$ cat src/tile_cfg_pkg.sv
/*
 * counter width and counter types for the tile-loop controller
 */

package tile_cfg_pkg;

  // one width for element, inner-tile, tile and x/y counters
  localparam int unsigned CntW = 16;

  // in-flight count width well above any practical fifo depth
  localparam int unsigned OngoingW = 8;

  // counts, tile indexes and tile-count inputs
  typedef logic [CntW-1:0] counter_t;

  // completed-but-unread tiles
  typedef logic [OngoingW-1:0] ongoing_t;

endpackage

$ cat src/step_pkg.sv
/*
 * layer request and step encodings
 */

package step_pkg;

  // layer requested with start
  typedef enum logic [1:0] {
    Linear      = 2'd0,  // single matmul
    Feedforward = 2'd1   // f1 then f2
  } layer_e;

  // step currently run by the tile loop
  typedef enum logic [1:0] {
    Idle   = 2'd0,
    MatMul = 2'd1,
    F1     = 2'd2,
    F2     = 2'd3
  } step_e;

endpackage

$ cat src/step_sequencer.sv
/*
 * step FSM of the tile loop
 * forms inner limit, x limit and tile total for the running step
 */

module step_sequencer
  import step_pkg::*;
  import tile_cfg_pkg::*;
(
  input  logic     clk_i,
  input  logic     rst_ni,
  input  logic     start_i,
  input  layer_e   layer_i,
  input  counter_t tile_s_i,
  input  counter_t tile_e_i,
  input  counter_t tile_p_i,
  input  counter_t tile_f_i,
  input  logic     layer_done_i,
  output step_e    step_o,
  output counter_t inner_lim_o,
  output counter_t x_lim_o,
  output counter_t tiles_lim_o
);

  step_e    step_d, step_q;
  counter_t tiles_mult;  // column tiles of the current step

  assign step_o = step_q;

  always_comb begin
    step_d = step_q;
    case (step_q)
      Idle: begin
        if (start_i) begin  // start only counts here
          case (layer_i)
            Linear:      step_d = MatMul;
            Feedforward: step_d = F1;
            default:     step_d = Idle;
          endcase
        end
      end
      MatMul: begin
        if (layer_done_i) begin
          step_d = Idle;
        end
      end
      F1: begin
        if (layer_done_i) begin
          step_d = F2;  // second layer uses f1 results
        end
      end
      F2: begin
        if (layer_done_i) begin
          step_d = Idle;
        end
      end
      default: step_d = Idle;
    endcase
  end

  // loop limits stay zero in idle
  always_comb begin
    inner_lim_o = '0;
    x_lim_o     = '0;
    tiles_mult  = '0;
    case (step_q)
      MatMul: begin
        inner_lim_o = tile_e_i;
        tiles_mult  = tile_p_i;  // x/y not tracked
      end
      F1: begin
        inner_lim_o = tile_e_i;
        x_lim_o     = tile_f_i;
        tiles_mult  = tile_f_i;
      end
      F2: begin
        inner_lim_o = tile_f_i;
        x_lim_o     = tile_e_i;
        tiles_mult  = tile_e_i;
      end
      default: ;
    endcase
  end

  // single multiplier shared by all steps
  assign tiles_lim_o = tile_s_i * tiles_mult;

  always_ff @(posedge clk_i or negedge rst_ni) begin
    if (!rst_ni) begin
      step_q <= Idle;
    end else begin
      step_q <= step_d;
    end
  end

endmodule

$ cat src/tile_counter.sv
/*
 * element, inner-tile, tile and x/y position counters
 * flags the first and last inner tile and the final beat of a step
 */

module tile_counter
  import step_pkg::*;
  import tile_cfg_pkg::*;
#(
  parameter int unsigned M = 4,
  parameter int unsigned N = 4
) (
  input  logic     clk_i,
  input  logic     rst_ni,
  input  step_e    step_i,
  input  logic     beat_i,
  input  counter_t inner_lim_i,
  input  counter_t x_lim_i,
  input  counter_t tiles_lim_i,
  output counter_t inner_tile_o,
  output counter_t tile_x_o,
  output counter_t tile_y_o,
  output logic     first_inner_o,
  output logic     last_inner_o,
  output logic     layer_done_o
);

  localparam counter_t BeatsPerTile = counter_t'(M * M / N);

  counter_t count_d, count_q;
  counter_t inner_d, inner_q;
  counter_t tile_d, tile_q;
  counter_t x_d, x_q;
  counter_t y_d, y_q;

  counter_t inner_end, x_end, tiles_end;
  logic     elem_wrap, inner_wrap, x_wrap;

  assign inner_end = inner_lim_i - 1'b1;  // all ones in idle
  assign x_end     = x_lim_i - 1'b1;
  assign tiles_end = tiles_lim_i - 1'b1;

  assign elem_wrap    = beat_i && (count_q == BeatsPerTile - 1'b1);
  assign inner_wrap   = elem_wrap && (inner_q == inner_end);
  assign x_wrap       = x_q == x_end;
  assign layer_done_o = inner_wrap && (tile_q == tiles_end);

  assign inner_tile_o  = inner_q;
  assign tile_x_o      = x_q;
  assign tile_y_o      = y_q;
  assign first_inner_o = inner_q == '0;
  assign last_inner_o  = inner_q == inner_end;

  always_comb begin
    count_d = count_q;
    inner_d = inner_q;
    tile_d  = tile_q;
    x_d     = x_q;
    y_d     = y_q;
    if (step_i == Idle) begin
      count_d = '0;
      inner_d = '0;
      tile_d  = '0;
      x_d     = '0;
      y_d     = '0;
    end else if (beat_i) begin
      count_d = elem_wrap ? '0 : count_q + 1'b1;
      if (elem_wrap) begin
        inner_d = inner_q + 1'b1;
      end
      if (inner_wrap) begin  // output tile complete
        inner_d = '0;
        tile_d  = tile_q + 1'b1;
        if (x_lim_i != '0) begin  // matmul keeps x/y at 0
          x_d = x_wrap ? '0 : x_q + 1'b1;
          y_d = x_wrap ? y_q + 1'b1 : y_q;
        end
      end
      if (layer_done_o) begin  // next step starts from origin
        tile_d = '0;
        x_d    = '0;
        y_d    = '0;
      end
    end
  end

  always_ff @(posedge clk_i or negedge rst_ni) begin
    if (!rst_ni) begin
      count_q <= '0;
      inner_q <= '0;
      tile_q  <= '0;
      x_q     <= '0;
      y_q     <= '0;
    end else begin
      count_q <= count_d;
      inner_q <= inner_d;
      tile_q  <= tile_d;
      x_q     <= x_d;
      y_q     <= y_d;
    end
  end

endmodule

$ cat src/issue_gate.sv
/*
 * operand issue gate with in-flight tile limit
 * drives the operand readies, the beat strobe and calc enable
 */

module issue_gate
  import step_pkg::*;
  import tile_cfg_pkg::*;
#(
  parameter int unsigned FifoDepth = 2
) (
  input  logic  clk_i,
  input  logic  rst_ni,
  input  step_e step_i,
  input  logic  inp_valid_i,
  input  logic  weight_valid_i,
  input  logic  bias_valid_i,
  input  logic  oup_valid_i,
  input  logic  oup_ready_i,
  input  logic  last_inner_i,
  output logic  inp_ready_o,
  output logic  weight_ready_o,
  output logic  bias_ready_o,
  output logic  calc_en_o,
  output logic  beat_o
);

  ongoing_t ongoing_d, ongoing_q;  // tiles waiting to be read out
  logic     gate_open;
  logic     all_valid;
  logic     oup_hs;
  logic     tile_beat;

  assign gate_open = (step_i != Idle) && (ongoing_q < FifoDepth);
  assign all_valid = inp_valid_i && weight_valid_i && bias_valid_i;

  // readies cross-coupled to the other operand valid
  assign inp_ready_o    = gate_open && weight_valid_i;
  assign weight_ready_o = gate_open && inp_valid_i;
  assign bias_ready_o   = gate_open && weight_valid_i;

  assign beat_o    = gate_open && all_valid;
  assign calc_en_o = beat_o;

  assign oup_hs    = oup_valid_i && oup_ready_i;
  assign tile_beat = beat_o && last_inner_i;  // beat feeding the output fifo

  always_comb begin
    ongoing_d = ongoing_q;
    if (tile_beat && !oup_hs) begin
      ongoing_d = ongoing_q + 1'b1;
    end else if (oup_hs && !tile_beat) begin
      ongoing_d = ongoing_q - 1'b1;
    end
  end

  always_ff @(posedge clk_i or negedge rst_ni) begin
    if (!rst_ni) begin
      ongoing_q <= '0;
    end else begin
      ongoing_q <= ongoing_d;
    end
  end

endmodule

$ cat src/tile_ctrl_top.sv
/*
 * tile-loop controller top with step FSM, tile counters and issue gate
 */

module tile_ctrl_top
  import step_pkg::*;
  import tile_cfg_pkg::*;
#(
  parameter int unsigned M         = 4,
  parameter int unsigned N         = 4,
  parameter int unsigned FifoDepth = 2
) (
  input  logic     clk_i,
  input  logic     rst_ni,
  input  logic     start_i,
  input  layer_e   layer_i,
  input  counter_t tile_s_i,
  input  counter_t tile_e_i,
  input  counter_t tile_p_i,
  input  counter_t tile_f_i,
  input  logic     inp_valid_i,
  output logic     inp_ready_o,
  input  logic     weight_valid_i,
  output logic     weight_ready_o,
  input  logic     bias_valid_i,
  output logic     bias_ready_o,
  input  logic     oup_valid_i,
  input  logic     oup_ready_i,
  output logic     calc_en_o,
  output step_e    step_o,
  output logic     first_inner_tile_o,
  output logic     last_inner_tile_o,
  output counter_t tile_x_o,
  output counter_t tile_y_o,
  output counter_t inner_tile_o,
  output logic     busy_o
);

  counter_t inner_lim, x_lim, tiles_lim;
  logic     layer_done;
  logic     beat;

  assign busy_o = step_o != Idle;

  step_sequencer u_step_sequencer (
    .clk_i        (clk_i),
    .rst_ni       (rst_ni),
    .start_i      (start_i),
    .layer_i      (layer_i),
    .tile_s_i     (tile_s_i),
    .tile_e_i     (tile_e_i),
    .tile_p_i     (tile_p_i),
    .tile_f_i     (tile_f_i),
    .layer_done_i (layer_done),
    .step_o       (step_o),
    .inner_lim_o  (inner_lim),
    .x_lim_o      (x_lim),
    .tiles_lim_o  (tiles_lim)
  );

  tile_counter #(
    .M (M),
    .N (N)
  ) u_tile_counter (
    .clk_i         (clk_i),
    .rst_ni        (rst_ni),
    .step_i        (step_o),
    .beat_i        (beat),
    .inner_lim_i   (inner_lim),
    .x_lim_i       (x_lim),
    .tiles_lim_i   (tiles_lim),
    .inner_tile_o  (inner_tile_o),
    .tile_x_o      (tile_x_o),
    .tile_y_o      (tile_y_o),
    .first_inner_o (first_inner_tile_o),
    .last_inner_o  (last_inner_tile_o),
    .layer_done_o  (layer_done)
  );

  issue_gate #(
    .FifoDepth (FifoDepth)
  ) u_issue_gate (
    .clk_i          (clk_i),
    .rst_ni         (rst_ni),
    .step_i         (step_o),
    .inp_valid_i    (inp_valid_i),
    .weight_valid_i (weight_valid_i),
    .bias_valid_i   (bias_valid_i),
    .oup_valid_i    (oup_valid_i),
    .oup_ready_i    (oup_ready_i),
    .last_inner_i   (last_inner_tile_o),  // tiles in the last inner pass fill the fifo
    .inp_ready_o    (inp_ready_o),
    .weight_ready_o (weight_ready_o),
    .bias_ready_o   (bias_ready_o),
    .calc_en_o      (calc_en_o),
    .beat_o         (beat)
  );

endmodule

$ cat config.mk
export PLATFORM = sky130hd
export DESIGN_NAME = tile_ctrl_top
export DESIGN_NICKNAME = d
export VERILOG_FILES = /design/src/tile_cfg_pkg.sv /design/src/step_pkg.sv /design/src/step_sequencer.sv /design/src/tile_counter.sv /design/src/issue_gate.sv /design/src/tile_ctrl_top.sv
export SDC_FILE = /design/constraint.sdc
export NUM_CORES = 1
export LEC_CHECK = 0
export ABC_AREA = 0
export BUFFER_PORTS_ARGS = -buffer_cell sky130_fd_sc_hd__buf_4
export CORE_ASPECT_RATIO = 2
export CORE_MARGIN = 2
export CORE_UTILIZATION = 40
export CTS_CLUSTER_DIAMETER = 50
export DETAILED_ROUTE_END_ITERATION = 12
export GPL_TIMING_DRIVEN = 0
export PLACE_DENSITY_LB_ADDON = 0.15
export SLEW_MARGIN = 10
export SYNTH_ARGS = -nofsm -noshare
export SYNTH_HDL_FRONTEND = slang
export SYNTH_SLANG_ARGS = --single-unit
export TNS_END_PERCENT = 5
$ cat constraint.sdc
create_clock -name clk_i -period 11 [get_ports clk_i]
set_clock_uncertainty 0.1 [all_clocks]
set_input_delay 1.65 -clock clk_i [delete_from_list [all_inputs] [get_ports clk_i]]
set_output_delay 1.65 -clock clk_i [all_outputs]
set_load 0.005 [all_outputs]
# Word level (Yosys, flattened, before mapping)
# Cells that the tools add are included.
dict set report word_totals {
  regBits 90
  word_cells 96
}
dict set report op_classes {
  n_addsub 10
  n_mul 1
  n_lt_le_gt_ge 1
  eq_ne 11
  mux 33
  reduce_logical 33
}
# cell count
set op_table {}
lappend op_table {{$mux W16} 23}
lappend op_table {{$add A16 B1 Y16 const B} 5}
lappend op_table {{$pmux W16 S2} 2}
lappend op_table {{$eq A16 B16 Y1} 3}
lappend op_table {{$pmux W16 S3} 1}
lappend op_table {{$sub A16 B1 Y16 const B} 3}
lappend op_table {{$eq A16 B2 Y1 const B} 1}
lappend op_table {{$logic_not A16 Y1} 1}
lappend op_table {{$mul A16 B16 Y16} 1}
lappend op_table {{$mux W8} 2}
lappend op_table {{$reduce_bool A16 Y1} 1}
lappend op_table {{$logic_and A1 B1 Y1} 13}
lappend op_table {{$reduce_bool A3 Y1} 4}
lappend op_table {{$add A8 B1 Y8 const B} 1}
lappend op_table {{$lt A8 B2 Y1 const B} 1}
lappend op_table {{$sub A8 B1 Y8 const B} 1}
lappend op_table {{$mux W2} 3}
lappend op_table {{$pmux W2 S3} 1}
lappend op_table {{$reduce_and A3 Y1} 2}
lappend op_table {{$reduce_bool A2 Y1} 3}
lappend op_table {{$eq A2 B1 Y1 const B} 2}
lappend op_table {{$eq A2 B2 Y1 const B} 2}
lappend op_table {{$logic_not A2 Y1} 2}
lappend op_table {{$ne A2 B2 Y1 const B} 2}
lappend op_table {{6 further kinds} 9}

# Logic depth before layout (Yosys ltp)
dict set report logic_depth {
  depth_word 10
  mapped_depth 35
}

# Modules after synthesis
# Synthesis repeated with hierarchy kept, for this count alone.
dict set report hier_totals {
  cells_unflattened 1379
  hier_area_um2 11407.2
}
# mod instances cells_per_inst area_per_inst_um2 seq_area_each_um2
set modules_own_cells {}
lappend modules_own_cells {tile_counter 1 691 5859.4 2001.9}
lappend modules_own_cells {step_sequencer 1 615 4867.2 50.0}
lappend modules_own_cells {issue_gate 1 72 674.4 200.2}
lappend modules_own_cells {tile_ctrl_top 1 1 6.3 0.0}

# Least setup slack after synthesis
# Ideal clock, no wire load.
dict set report synth_timing {
  path_kind {in2reg}
  startpoint {in tile_e_i[4]}
  endpoint {reg u_tile_counter.x_q[11] (netlist: u_tile_counter.tile_x_o[11])}
  setup_time_ns 0.077
  arrival_ns 8.218
  setup_slack_ns 2.605
  cell_stages 24
  path_buffers 2
  cell_sequence {a22oi_1 > a21oi_1 > clkbuf_1 > and2_1 > fa_1 > inv_1 > fa_1 > fa_1 > fa_1 > fa_1 > fa_1 > inv_1 > ha_1 > xor2_1 > nor2_1 > a2111oi_0 > nand4_1 > nor4_1 > nand4_1 > o41ai_1 > buf_4 > o21ai_1 > or4_1 > a21oi_1}
}
dict set report synth_between {
  elab_chain_len 9
}
# item line_no
set synth_lines {}
lappend synth_lines {{start: declaration} tile_ctrl_top.sv:18} ;# input counter_t tile_e_i,
lappend synth_lines {{parallel branches: the longest is 9 deep, another holds $mul A16 B16 Y16} n/a}
lappend synth_lines {{end signal: assignment} tile_counter.sv:92} ;# x_q <= '0;
lappend synth_lines {{end signal: assignment} tile_counter.sv:98} ;# x_q <= x_d;
lappend synth_lines {{end: declaration} tile_counter.sv:33} ;# counter_t x_d, x_q;
# Parallel ways; which one is timed is not known. The select of a mux whose other input is x is not followed.
# A chain may end at the register's enable or synchronous reset.

# Final worst setup path
dict set report layout_timing {
  startpoint {reg u_step_sequencer.step_q[0] (netlist: u_step_sequencer.step_o[0])}
  endpoint {reg u_tile_counter.x_q[4] (netlist: u_tile_counter.tile_x_o[4])}
}
dict set report layout_between {
  elab_chain_len 10
}
# item line_no
set layout_lines {}
lappend layout_lines {{start: declaration} step_sequencer.sv:25} ;# step_e step_d, step_q;
lappend layout_lines {{start signal: assignment} step_sequencer.sv:90} ;# step_q <= Idle;
lappend layout_lines {{start signal: assignment} step_sequencer.sv:92} ;# step_q <= step_d;
lappend layout_lines {{parallel branches: the longest is 10 deep, another holds $mul A16 B16 Y16} n/a}
# Parallel ways; which one is timed is not known. The select of a mux whose other input is x is not followed.

==> qor.yml <==
status:
  status: "completed"
drt:
  vias: 9665
  drc_errors: 0
  firstDrtPassIters: 5
  post_drt_wl_per_cell_um: 19.6
  drtIter0Drc: 600
  drtAntennaViolNets: 0
  wirelength_mm: 34.3
  vias_per_cell: 5.53
cts:
  cts_buffer_depth: 2
  insertion_delay_ns: 0.36
  cts_tree: "built"
  cts_buffers: 9
  cts-htree-levels: 3
  cts.sinks: 90
  clk_pin_slew_ns: 0.07
  cts_root_buf: "clkbuf_16"
  post_cts_buffers: 0
  cts_hold_buffers: 0
  cts_resized: 0
global_route:
  grt_util_all_layers_pct: 24.7
  grt_max_degree: 91
  antenna_found_initial: 0
  grt_pass1_wl_mm: 54.4
  overflow: 0
  grt_pass1_vias: 10300
sta:
  max_freq_ghz: 0.101
  relSlewSlack_pct: 41.2
  min_period_ns: 9.86
  period_share_pct: 89.6
  setup_viol: 0
  setup_ws_ns: 1.14
  rsz0062_at_grt: "no"
  finalMaxSlewViolations: 0
  fin_tns_setup_ns: 0
  worst_pin_slew_ns: 0.879
  hold_violations: 0
synth:
  synth_edf_count: 0
  ys_ff_latch: 90
  syn_area_sq_um: 10800
  ys.flop_type: "dfrtp_1"
  synth_area_leaders: "dfrtp_1, fa_1, ha_1"
  ys_seq_area_share_pct: 20.8
  syn_nets: 1484
  netlist.area_leader.share_pct: 20.8
  synth_cell_types: 81
  ys_warn_count: 0
  synthArstFlopShare_pct: 100
  synth_cells: 1254
  yosys.area.top_type: "dfrtp_1"
  synth.avg_cell_area_sq_um: 8.64
setup_path:
  critPathSlowestCell: "fa_1"
  critPathRequiredTime_ns: 11.15
  reg2reg_to: "u_tile_counter.tile_x_o[4]"
  crit_arrival_ns: 10.00
  r2r_start: "u_step_sequencer.step_o[0]"
  slowest_delay_ns: 0.63
  rrSetupSlack_ns: 1.14
  path_max_fanout: 10
  r2r_cells: 32
  endpoint_kind: "flip-flop"
  worstSetupPathType: "flip-flop to flip-flop"
  critPathMostFrequentCell: "fa_1"
  critPathLaunchType: "flip-flop"
floorplanning:
  die_y_um: 237
  initial_core_util_pct: 40.4
  die_area_sq_um: 28500
  core_area_sq_um: 26800
  rows: 85
  die_w_um: 120
  io_pins: 131
finish:
  layout_common_cells: "nand2_1, buf_4, nor2_1, inv_1, fa_1"
  layout_commonest_cell: "nand2_1"
  antenna-diode-count: 0
  nets: 1624
  area_delta_synth_final_pct: 15.8
  drive_gt1_share_pct: 13.2
hold_path:
  holdPathStages: 1
  hp-start: "u_issue_gate.ongoing_q[7]"
  worstHoldPathType: "flip-flop to flip-flop"
  hold_end: "u_issue_gate.ongoing_q[7]"
placed_design:
  pre_cts_ws_ns: 1.07
  port_buffers: 129
  gp_congestion: 0.989
  dp_hpwl_mm: 28.5
run:
  maxCapViolations: 0
## area by class of cell
class                           count  area, sq um
Timing Repair Buffer              129          972
Tap cell                          348          435
Clock inverter                      7         81.3
Buffer                             49          228
Multi-Input combinational cell   1003         7930
Fill cell                        2716        14300
Sequential cell                    90         2250
Clock buffer                        9          225
Inverter                          112          420
## routing by layer
layer | up-vias | share of wire, % | global-route usage (%)
met1 | 4751 | 34 | 24.9
met3 | 93 | 3.9 | 3.78
li1 | 4558 | - | -
met5 | - | 0 | 0
met2 | 263 | 56 | 47.1
met4 | 0 | 5.8 | 14.1
## how the worst max path moves through the flow
stage                                     from                          end  slack (ns)  cells after the start
floorplan                          tile_e_i[4]  u_tile_counter.tile_x_o[11]        2.60                     24
global placement    u_step_sequencer.step_o[0]   u_tile_counter.tile_x_o[4]        1.17                     32
detailed placement  u_step_sequencer.step_o[0]   u_tile_counter.tile_x_o[7]        1.07                     32
CTS                 u_step_sequencer.step_o[0]   u_tile_counter.tile_x_o[4]        1.04                     32
global route        u_step_sequencer.step_o[0]   u_tile_counter.tile_x_o[4]        0.41                     29
finish              u_step_sequencer.step_o[0]   u_tile_counter.tile_x_o[4]        1.14                     32
## cell families (layout without fill, tap and decap cells)
logic type,after synthesis,count (layout),share of synthesized area [%]
xor+xnor,146,146,12.2
mux,7,7,0.682
simple gates,484,484,22.3
buf+inv,161,306,5.98
flops,90,90,20.8
fa+ha+maj,156,156,24.5
compound gates,210,210,13.5
## registers in the layout, indices dropped and copies added, names as in the netlist
signal	flops
u_tile_counter.count_q	16
u_tile_counter.inner_tile_o	16
u_tile_counter.tile_y_o	16
u_tile_counter.tile_x_o	16
u_tile_counter.tile_q	16
u_issue_gate.ongoing_q	8
u_step_sequencer.step_o	2
## Yosys cell counts (7+ instances only)
master	n
fa_1	94
a222oi_1	11
buf_2	8
ha_1	62
nor3_1	11
a22oi_1	26
nand2_1	134
nand2b_1	7
nand3_1	35
xnor2_1	81
clkbuf_1	32
xor2_1	62
or3_1	23
nor2b_1	13
and3_1	13
nand4_1	25
inv_1	111
dfrtp_1	90
a21o_1	8
and2_1	59
nor4_1	18
nor2_1	119
o21ai_0	52
a21oi_1	44
## critical path: cells and delay by family (launching register included)
kind | cells | cell delay, ns
flops | 1 | 0.44
simple gates | 8 | 1.42
compound gates | 3 | 0.98
xor+xnor | 1 | 0.20
buf+inv | 12 | 3.09
fa+ha+maj | 8 | 3.51
## through the flow
step | area, sq um | instances | utilization (%) | hold slack, ns
after floorplan | 10800 | 1254 | - | 0.342
after global placement | 12200 | 1731 | 45.6 | 0.370
after detailed placement | 12200 | 1731 | 45.6 | 0.369
after CTS | 12500 | 1747 | 46.8 | 0.384
after global routing | 12500 | 1747 | 46.8 | 0.403
final | 12500 | 1747 | 46.8 | 0.377
Power is left out: the tool's default activity adds up to more than one toggle a clock period on the data nets, which glitch-free logic cannot reach.
